==> config.mk <==
export PLATFORM = sky130hd
export DESIGN_NAME = a_master_port
export DESIGN_NICKNAME = d
export VERILOG_FILES = /design/src/logic/arb_pkg.sv /design/src/logic/a_master_port.sv /design/src/logic/a_write_buffer.sv
export SDC_FILE = /design/constraint.sdc
export NUM_CORES = 1
export LEC_CHECK = 0
export ABC_AREA = 1
export BUFFER_PORTS_ARGS = -buffer_cell sky130_fd_sc_hd__buf_2
export CORE_MARGIN = 2
export CORE_UTILIZATION = 39
export CTS_CLUSTER_SIZE = 12
export DETAILED_ROUTE_END_ITERATION = 12
export GPL_TIMING_DRIVEN = 0
export PLACE_DENSITY = 0.63
export SYNTH_ARGS = -nofsm -noshare
export SYNTH_HDL_FRONTEND = slang
export SYNTH_HIERARCHICAL = 1
export SYNTH_SLANG_ARGS = --single-unit
==> constraint.sdc <==
create_clock -name clk -period 1.7 [get_ports clk]
set_clock_uncertainty 0.15 [all_clocks]
set_input_delay 0.34 -clock clk [delete_from_list [all_inputs] [get_ports clk]]
set_output_delay 0.34 -clock clk [all_outputs]
set_load 0.05 [all_outputs]
==> src/logic/arb_pkg.sv <==
package arb_pkg;

  // widest slave id a port can report
  localparam int MAX_ID_WIDTH = 4;

  // controller to port
  typedef enum logic [1:0] {
    NONE   = 2'b00,
    STOP_S = 2'b01,
    STOP_P = 2'b10,
    CLEAR  = 2'b11
  } cmd_t;

  // port to controller
  typedef enum logic [1:0] {
    END_COM  = 2'b00,
    NAK      = 2'b01,
    WAIT_ACK = 2'b10,
    COM      = 2'b11
  } com_state_t;

  typedef struct packed {
    logic [MAX_ID_WIDTH-1:0] id;
    com_state_t              com_state;
    logic                    done;
  } port_status_t;

  // codes go out lsb first
  localparam logic [2:0] GRANT_NEW  = 3'b110;
  localparam logic [2:0] GRANT_OLD  = 3'b100;
  localparam logic [2:0] START_COM  = 3'b111;
  localparam logic [2:0] STOP_SPLIT = 3'b010;
  localparam logic [2:0] END_CODE   = 3'b000;

  // index width for n items, never zero
  function automatic int idx_width(input int n);
    return (n > 1) ? $clog2(n) : 1;
  endfunction

endpackage
==> src/logic/a_master_port.sv <==
`timescale 1ns/1ps

module a_master_port #(
  parameter int S_ID_WIDTH = 2
) (
  input  logic                  clk,
  input  logic                  rstN,
  input  logic                  port_in,
  output logic                  port_out,
  input  arb_pkg::cmd_t         cmd,
  output arb_pkg::port_status_t status
);

  import arb_pkg::*;

  typedef enum logic [2:0] {
    RST,
    START,
    ALLOC1,
    ALLOC2,
    ACK,
    COM,
    DONE,
    OVER
  } state_t;

  // start pattern plus id
  localparam int BUF_WIDTH = S_ID_WIDTH + 3;

  state_t state;
  state_t next_state;

  logic [BUF_WIDTH-1:0]  input_buf;
  logic [S_ID_WIDTH-1:0] id_q;
  logic                  req_q;
  logic                  done_q;
  logic                  old_q;
  com_state_t            com_q;

  logic [2:0] write_val;
  logic       write;

  logic start_hit;
  logic ack_hit;
  logic nak_hit;
  logic end_hit;
  logic split_hit;

  ////////////////////
  // pattern decode
  ////////////////////

  // newest bit sits at input_buf[0]
  assign start_hit = (input_buf[BUF_WIDTH-1 -: 3] == 3'b111) &&
                     (input_buf[S_ID_WIDTH-1:0] != '0);
  assign ack_hit   = (input_buf[2:0] == 3'b101);
  assign nak_hit   = (input_buf[2:0] == 3'b011);
  assign end_hit   = (input_buf[1:0] == 2'b01);
  assign split_hit = (input_buf[2:0] == 3'b010);

  a_write_buffer code_buffer (
    .clk  (clk),
    .rstN (rstN),
    .din  (write_val),
    .load (write),
    .dout (port_out)
  );

  ////////////////////
  // state machine
  ////////////////////

  always_comb begin : next_state_logic
    next_state = state;
    write      = 1'b0;
    write_val  = END_CODE;
    unique case (state)
      RST: next_state = START;
      START: begin
        if (start_hit) next_state = ALLOC1;
      end
      // id reaches the controller here
      ALLOC1: next_state = ALLOC2;
      ALLOC2: begin
        if (cmd == CLEAR) begin
          write      = 1'b1;
          write_val  = old_q ? GRANT_OLD : GRANT_NEW;
          next_state = ACK;
        end
      end
      ACK: begin
        if (com_q == NAK) begin
          next_state = OVER;
        end else if (com_q == arb_pkg::COM) begin
          write      = 1'b1;
          write_val  = START_COM;
          next_state = COM;
        end
      end
      COM: begin
        if (cmd == STOP_S) begin
          write      = 1'b1;
          write_val  = STOP_SPLIT;
          next_state = DONE;
        end else if (cmd == STOP_P) begin
          write      = 1'b1;
          next_state = OVER;
        end else if (com_q == END_COM) begin
          write      = 1'b1;
          next_state = OVER;
        end
      end
      // wait for the master to confirm the split
      DONE: begin
        if (done_q) next_state = ALLOC2;
      end
      OVER: next_state = START;
      default: next_state = RST;
    endcase
  end

  always_ff @(posedge clk or negedge rstN) begin : port_regs
    if (!rstN) begin
      state     <= RST;
      input_buf <= '0;
      id_q      <= '0;
      req_q     <= 1'b0;
      done_q    <= 1'b0;
      old_q     <= 1'b0;
      com_q     <= WAIT_ACK;
    end else begin
      state  <= next_state;
      done_q <= 1'b0;
      // flush leftovers so a new start pattern is seen cleanly
      if (state == OVER) begin
        input_buf <= '0;
      end else begin
        input_buf <= {input_buf[BUF_WIDTH-2:0], port_in};
      end
      unique case (state)
        START: begin
          if (start_hit) begin
            id_q  <= input_buf[S_ID_WIDTH-1:0];
            req_q <= 1'b1;
            com_q <= WAIT_ACK;
          end
        end
        ALLOC2: begin
          if (cmd == CLEAR) begin
            req_q <= 1'b0;
            old_q <= 1'b0;
          end
        end
        ACK: begin
          if (com_q == WAIT_ACK) begin
            if (nak_hit) com_q <= NAK;
            else if (ack_hit) com_q <= arb_pkg::COM;
          end
        end
        COM: begin
          // split wins over a coincident end
          if (cmd == STOP_S) old_q <= 1'b1;
          else if (cmd == STOP_P) com_q <= END_COM;
          else if (end_hit) com_q <= END_COM;
        end
        DONE: begin
          if (split_hit && !done_q) begin
            done_q <= 1'b1;
            req_q  <= 1'b1;
            com_q  <= WAIT_ACK;
          end
        end
        default: ;
      endcase
    end
  end

  // id only shows while a grant is wanted
  assign status.id        = req_q ? MAX_ID_WIDTH'(id_q) : '0;
  assign status.com_state = com_q;
  assign status.done      = done_q;

endmodule

==> src/logic/a_write_buffer.sv <==
`timescale 1ns/1ps

module a_write_buffer (
  input  logic       clk,
  input  logic       rstN,
  input  logic [2:0] din,
  input  logic       load,
  output logic       dout
);

  logic [2:0] shift_q;

  // lsb leaves first, zeros follow so the line idles low
  always_ff @(posedge clk or negedge rstN) begin
    if (!rstN) begin
      shift_q <= '0;
    end else if (load) begin
      shift_q <= din;
    end else begin
      shift_q <= {1'b0, shift_q[2:1]};
    end
  end

  assign dout = shift_q[0];

endmodule

## Word-level counts from Yosys, hierarchy flattened

Index checks and enable logic that the tools add are counted.

| operators by class | value |
|---|---|
| equal/unequal tests | 29 |
| multiplexer cells | 42 |
| reduce and logical (&&, ||, !) cells | 15 |

Operators by type and width:

| cell | count |
|---|---|
| two-way mux 3 bit | 12 |
| two-way mux 2 bit | 11 |
| one-hot mux 3 bit (7 select lines) | 1 |
| == test 3 bit (second input constant) | 6 |
| inequality test 2 bit (second input constant) | 7 |
| == test 3 x 2 -> 1 bit (second input constant) | 4 |
| two-way mux 1 bit | 12 |
| inequality test 3 bit (second input constant) | 3 |
| one-hot mux 3 bit (3 select lines) | 1 |
| == test 2 bit (second input constant) | 4 |
| one-hot mux 2 bit (4 select lines) | 1 |
| AND reduction 7 bit | 1 |
| == test 2 x 1 -> 1 bit (second input constant) | 3 |
| one-hot mux 1 bit (3 select lines) | 2 |
| two-way mux 5 bit | 1 |
| AND reduction 5 bit | 1 |
| inequality test 4 bit (second input constant) | 1 |
| AND reduction 4 bit | 1 |
| nonzero test 2 bit | 2 |
| nonzero test 4 bit | 1 |
| == test 3 x 1 -> 1 bit (second input constant) | 1 |
| logical NOT 3 bit | 1 |
| AND reduction 3 bit | 1 |
| nonzero test 3 bit | 1 |
| 6 further kinds | 7 |

| storage, ports and cells | value |
|---|---|
| flip-flop bits (word level) | 18 |
| input port bits | 5 |
| output and inout bits | 8 |
| word-level logic and storage cells | 94 |

## Depth between registers and ports, before layout

Gate-level depths: netlist of run 1.

| depth | value |
|---|---|
| depth in word-level cells | 6 |
| mapped depth | 10 |
| mapped depth without buffers | 10 |

## Cells and area by module

Netlist of run 1, hierarchy kept.

Modules (own cells, without submodules):

| module | times used | cells an instance | area an instance (sq um) | seq. area each (sq um) |
|---|---|---|---|---|
| a_master_port | 1 | 130 | 993.5 | 376.6 |
| a_write_buffer | 1 | 12 | 108.9 | 75.1 |

## Worst setup path before layout of run 1

Ideal clock, no wire load.

| timing | value |
|---|---|
| kind | register -> register |
| start | reg com_q[0] |
| end | reg code_buffer.shift_q[0] |
| library setup time | 0.116 ns |
| data arrival time | 1.383 ns |
| data required time | 1.434 ns |
| slack | 0.050 ns |
| cell stages (with the launch flop) | 8 |
| path buffers | 0 |
| clock period less this slack | 1.650 ns |
| cells stage by stage | dfrtp_1 -> inv_1 -> nor3_1 -> inv_1 -> nand3_1 -> inv_2 -> nand2_1 -> nand2_1 |

| between the ends | value |
|---|---|
| elaborated cells on any way between the ends | 13 |
| those cells by class | eq/ne (2); mux (10); reduce/logical (1) |

RTL lines:

| item | line | RTL |
|---|---|---|
| from (decl) | a_master_port.sv:38 | `com_state_t com_q;` |
| from (signal assigned) | a_master_port.sv:157 | `else if (ack_hit) com_q <= arb_pkg::COM;` |
| == test 2 bit | a_master_port.sv:94 | `end else if (com_q == arb_pkg::COM) begin` |
| two-way mux 3 bit | a_master_port.sv:94 |  |
| two-way mux 3 bit * | a_master_port.sv:92 | `if (com_q == NAK) begin` |
| one-hot mux 3 bit (3 select lines) * | a_master_port.sv:77 | `unique case (state)` |
| named net write_val[0] | a_master_port.sv:40 | `logic [2:0] write_val;` |
| two-way mux 3 bit * | a_write_buffer.sv:17 | `end else if (load) begin` |
| to (signal assigned) | a_write_buffer.sv:18 | `shift_q <= din;` |
| to (signal assigned) | a_write_buffer.sv:20 | `shift_q <= {1'b0, shift_q[2:1]};` |
| to (decl) | a_write_buffer.sv:11 | `logic [2:0] shift_q;` |

The timed path passes the listed nets; every way through them passes the cells marked *.
A chain may end at the register's enable or synchronous reset.

## Final worst setup path of run 1

| timing | value |
|---|---|
| start | reg com_q[1] |
| end | out status[2] (netlist name) |

RTL lines:

| item | line | RTL |
|---|---|---|
| to (decl) | a_master_port.sv:11 | `output arb_pkg::port_status_t status` |

No word-level cell between the ends.

==> impl_metrics.ini, run 1 <==
[outcome]
status = completed

[placement]
gp_congestion = 0.804
dp_hpwl_um = 1570
port_buffers = 10
place_area_sq_um = 1190
place_ws_ps = -19.4

[floorplanning]
io_pins = 13
core_sq_um = 2710
die_h_um = 57.2
die_area_sq_um = 3270
rows = 19
start_util = 0.407
fp.dieW_um = 57.2

[sta]
slew_violations = 0
final.min_clock_period_ps = 1600
period_share = 0.941
rsz0062_at_grt = no
setup_violations = 0
hold_violations = 0
fmax_mhz = 625
setup_slack_ps = 99.9

[routing]
first_iter_violations = 12
drc = 0
routedWlPerCell_um = 10.3
detail-route-antenna-nets = 0
vias_per_cell = 4.70
first_pass_iters = 4
vias = 897
wirelength_um = 1970

[setup_path]
crit_type = reg -> out
critPathLaunchType = register
rr_worst_depth = 10
critPathArrivalTime_ps = 1110
path_buf_inv = 1
cp_slowest_stage_delay_ps = 560
cp.depth = 1
startpoint = com_q[1]
path_cells = buf_2
cp_top_family = flip-flops
worst_path_max_delay_cell = dfstp_2
worst-path-max-fanout = 4
worstSetupEndpointType = primary output
timing.rr.end = code_buffer/shift_q[0]
r2r_start = state[2]
r2r_slack_ps = 160
crit_path_end = status[2]
worstPathRequired_ps = 1210

[clock_tree]
ctsLongestPathBuffers = 2
cts.sinks = 18
cts-root-buf = clkbuf_4
h-tree-depth = 1
clk_pin_slew_worst_paths_ps = 100
clk_latency_ps = 290
cts_tree = built
cts_made_buffers = 3

[synth]
synth_edf_count = 0
yosys_warnings = 6
ys_seq_area_frac = 0.410
syn_inst = 142
synth-main-ff-cell = dfrtp_1
synth_area_sq_um = 1100
ys_ff_latch = 18
yosys.cell_types.count = 25
synth.avg_cell_area_sq_um = 7.76
async_flop_share = 1.00

[cells_and_area]
nets = 169
layout-drive-gt1-share = 0.319
final_util = 0.471
final_common_cell = nand2_1
area_delta_synth_final_pct = 15.9
final_area_sq_um = 1280
antenna_cells = 0
layout_common_cells = nand2_1, inv_1, dfrtp_1

[pwr]
pwr-share-seq = 0.334
p_comb_frac = 0.546
ir_worst_vdd_mv = 0.811
power.internal_w = 0.00112
leakagePower_nw = 0.731
pwr-share-clk = 0.120
switching_share = 0.484
powerDensity_nw_per_um2 = 1700
p_sw_w = 0.00105
total_power_w = 0.00217

[global_route]
antenna_found_initial = 0
grt_max_degree = 19
grt_pass1_wl_um = 3360
grt_use_total = 0.136
grt_pass1_vias = 801
grt.overflow.total = 0

[job]
maxCapViolations = 0

[min_path]
hp-class = in -> reg
hold_start = port_in
==> cells in the mapped netlist, types with 2 or more instances <==
cell type  instances  share of area
nand2_1           35           0.12
inv_1             22          0.075
dfrtp_1           17           0.39
nand3_1           13          0.059
nor2_1             8          0.027
inv_2              7          0.024
nand2_2            6          0.034
nor2_2             5          0.028
a21oi_1            4          0.018
nor2_4             4          0.041
buf_4              3          0.020
ha_1               3          0.034
nand2_4            2          0.020
o21ai_0            2         0.0091
==> power by group through the flow <==
stage,Clock [W],Sequential (W),Combinational (W)
after global routing,0.000294,0.000749,0.00131
final,0.000260,0.000725,0.00118
after CTS,0.000268,0.000741,0.00112
after global placement,0,0.000740,0.00109
after floorplan,0,0.000782,0.000862
after detailed placement,0,0.000748,0.00111
==> layer usage <==
layer  GRT usage  routed length [um]  up-vias
li1            -                   -      467
met3      0.0204                  74        4
met2       0.225                 907       17
met1       0.172                 943      409
met5           0                   0        -
met4      0.0698                  48        0
==> area by class of cell <==
| class | instances | area, sq um |
|---|---|---|
| tap | 31 | 38.8 |
| inverter | 29 | 109 |
| fill | 287 | 1430 |
| multi-input combinational | 93 | 543 |
| clock buffer | 4 | 36.3 |
| sequential | 18 | 453 |
| timing repair buffer | 13 | 75.1 |
| buffer | 3 | 22.5 |
==> worst min-delay path, cell delays in order <==
cell	delay [ps]
buf_2	70
nand2_1	40
inv_1	40
==> state kept, by name, summed over array words and instances, names as in the netlist <==
register	flops
input_buf	5
req_q	1
code_buffer/shift_q	3
old_q	1
com_q	2
done_q	1
id_q	2
state	3
==> metrics by stage <==
step	setup TNS [ps]	hold WS, ps	std cells
after detailed placement	-37.6	143	184
final	0	75.4	191
after global routing	0	100	191
after CTS	0	74.4	189
after floorplan	0	-106	143
after global placement	0	133	184
==> cell families after synthesis <==
| group | synth area share |
|---|---|
| other cells | 0.00340 |
| flops | 0.410 |
| compound gates | 0.0715 |
| buf+inv | 0.119 |
| fa+ha+maj | 0.0341 |
| mux | 0.0136 |
| simple gates | 0.348 |
==> how the worst min path moves through the flow <==
stage	end	slack, ps	depth (start not counted)
global placement	input_buf[0]	130	1
global route	input_buf[0]	100	3
finish	input_buf[0]	80	3
detailed placement	input_buf[0]	140	1
CTS	input_buf[0]	70	3
floorplan	code_buffer/shift_q[0]	-110	0
==> timing repair <==
action | in CTS | in global routing
hold buffers | 1 | 0
gates cloned | 0 | 0
buffers inserted | 0 | 2
endpoints found under the hold margin | 17 | 0
setup endpoints to repair | 2 | 3
gates resized for setup | 2 | 3
(Power assumes the default switching activity.)
==> inputs of run 2 (changes only) <==
- ABC_AREA: 1 -> 0
- HOLD_SLACK_MARGIN: default -> 0.12
==> run 2 against run 1 <==
Compared with the run above: the run now ends with setup timing left; largest power group unchanged; largest cell class unchanged; non-clock buffer count is 10 higher; sequential power is 7.4% higher; global-route usage is 3.6 points higher; first-iteration DRC count is 17% lower; final area is 7.8% higher; routed wire length is 18% higher; clock-buffer cell count stayed put; synthesized area is 7.4% lower.
==> impl_metrics.ini, run 2 <==
[outcome]
status = finished, violations left
violations = setup timing

[setup_path]
cp_top_family = flip-flops
worst_path_max_delay_cell = dfstp_4
crit_type = reg -> reg
worstSetupEndpointType = register
r2r_slack_ps = -40
critPathArrivalTime_ps = 1820
worstPathRequired_ps = 1780
rr_worst_depth = 5
critPathLaunchType = register
path_cells = inv_2 > o311ai_4 > o41ai_2 > a211oi_2 > mux2i_1
path_buf_inv = 1
cp_slowest_stage_delay_ps = 640
r2r_start = com_q[1]
timing.rr.end = com_q[1]
worst-path-max-fanout = 3

[floorplanning]
die_area_sq_um = 3040
io_pins = 13
fp.dieW_um = 55.2
die_h_um = 55.2
start_util = 0.412
rows = 18
core_sq_um = 2480

[global_route]
antenna_found_initial = 0
grt_pass1_vias = 847
grt.overflow.total = 0
grt_pass1_wl_um = 3690
grt_max_degree = 19
grt_use_total = 0.172

[sta]
fmax_mhz = 575
hold_violations = 0
setup_violations = 2
slew_violations = 0
final.min_clock_period_ps = 1740
setup_slack_ps = -39.0
rsz0062_at_grt = yes
period_share = 1.02
finalSetupTns_ps = -39.4

[synth]
yosys.cell_types.count = 34
synth_commonest_cells = dfrtp_1, a21oi_1, and2_1, nor2_1
synth_top_area_cell = dfrtp_1
synth-main-ff-cell = dfrtp_1
syn_inst = 104
ys_ff_latch = 18
yosys_warnings = 6
async_flop_share = 1.00
yosysMostFrequentCell = dfrtp_1
ys_seq_area_frac = 0.442
synth.avg_cell_area_sq_um = 9.82
yosys.area.top_type_share = 0.417
synth_edf_count = 0
synth_area_sq_um = 1020
synth_area_leaders = dfrtp_1, mux2_2, a21oi_1

[job]
maxCapViolations = 0

[clock_tree]
ctsLongestPathBuffers = 2
cts_tree = built
h-tree-depth = 1
cts_made_buffers = 3
clk_latency_ps = 300
clk_pin_slew_worst_paths_ps = 110
cts-root-buf = clkbuf_4
cts.sinks = 18

[cells_and_area]
final_util = 0.556
largest_reg_flops = 5
fill_cells = 234
final_area_sq_um = 1380
multi_input_area_sq_um = 648
nets = 137
layout-drive-gt1-share = 0.469
top_register = input_buf
layout_common_cells = buf_4, dfrtp_1, a21oi_1, buf_2, and2_1
seq_area_sq_um = 462
area_delta_synth_final_pct = 34.9
antenna_cells = 0
reg.largest.list = input_buf x5, code_buffer/shift_q x3, state x3

[routing]
wl_met3_um = 107
wirelength_um = 2330
drc = 0
first_iter_violations = 10
detail-route-antenna-nets = 0
wirelength_met1_um = 980
vias_per_cell = 5.44
route.met2.wl_um = 1200
routedWlPerCell_um = 14.8
first_pass_iters = 4
vias = 859
top_layer = met4

[min_path]
hp-class = in -> async

[pwr]
leakagePower_nw = 0.611
powerDensity_nw_per_um2 = 1520
total_power_w = 0.00210
ir_worst_vdd_mv = 0.774

[placement]
gp_congestion = 0.818
port_buffers = 10
place_ws_ps = -169
place_area_sq_um = 1160
dp_hpwl_um = 1460
==> run 2: changes by cell type after synthesis, sizes merged, moves of 6 or more <==
cell	before	now
nand2	43	4
a21oi	4	10
nand3	14	3
inv	29	6
and2	0	9
nor2	17	6
==> run 2: worst max-delay path by stage <==
stage / from / to / slack, ps / depth (start not counted)
finish: com_q[1] / com_q[1] / -40 / 5
global route: com_q[1] / com_q[1] / -110 / 5
CTS: input_buf[1] / com_q[0] / -30 / 5
detailed placement: state[0] / code_buffer/shift_q[1] / -170 / 4
global placement: state[0] / code_buffer/shift_q[0] / -170 / 4
floorplan: com_q[1] / com_q[1] / -10 / 5
==> run 2: cell families after synthesis <==
logic type,Yosys count,share of synthesized area
AOI/OAI and AO/OA,24,0.174
adders and majority gates,3,0.0368
DFF,18,0.442
other,1,0.00367
muxes,6,0.0649
buffers and inverters,13,0.0613
xor gates and xnor gates,1,0.00858
and+or+nand+nor,38,0.208
==> run 2: per-stage QoR <==
| stage | hold WS, ps | instances |
|---|---|---|
| 2_1_floorplan | -106 | 105 |
| 5_1_grt | 368 | 158 |
| 3_3_place_gp | 146 | 145 |
| 4_1_cts | 340 | 154 |
| 6_report | 338 | 158 |
| 3_5_place_dp | 150 | 145 |
==> run 2: cell type report <==
cell class / count / area share
Inverter: 6 / 0.0163
Clock buffer: 4 / 0.0263
Tap cell: 30 / 0.0272
Buffer: 6 / 0.0300
Sequential cell: 18 / 0.335
Multi-Input combinational cell: 74 / 0.470
Timing Repair Buffer: 20 / 0.0945
==> run 2: per-layer routing <==
metal	track usage	vias up
li1	-	411
met1	0.208	411
met2	0.292	31
met3	0.0403	6
met4	0.0691	0
met5	0	-
==> run 2: power by group <==
| group | internal [W] | switching (W) |
|---|---|---|
| registers | 0.000585 | 0.000194 |
| clock network | 0.000131 | 0.000140 |
| logic | 0.000433 | 0.000614 |
| total | 0.00115 | 0.000948 |
==> run 2: what timing repair did <==
item | 4_1_cts | 5_1_grt
pin swaps | 3 | 5
setup endpoints to repair | 7 | 6
buffers inserted | 4 | 4
hold buffers | 2 | 0
endpoints found under the hold margin | 18 | 0
gates resized for setup | 10 | 13
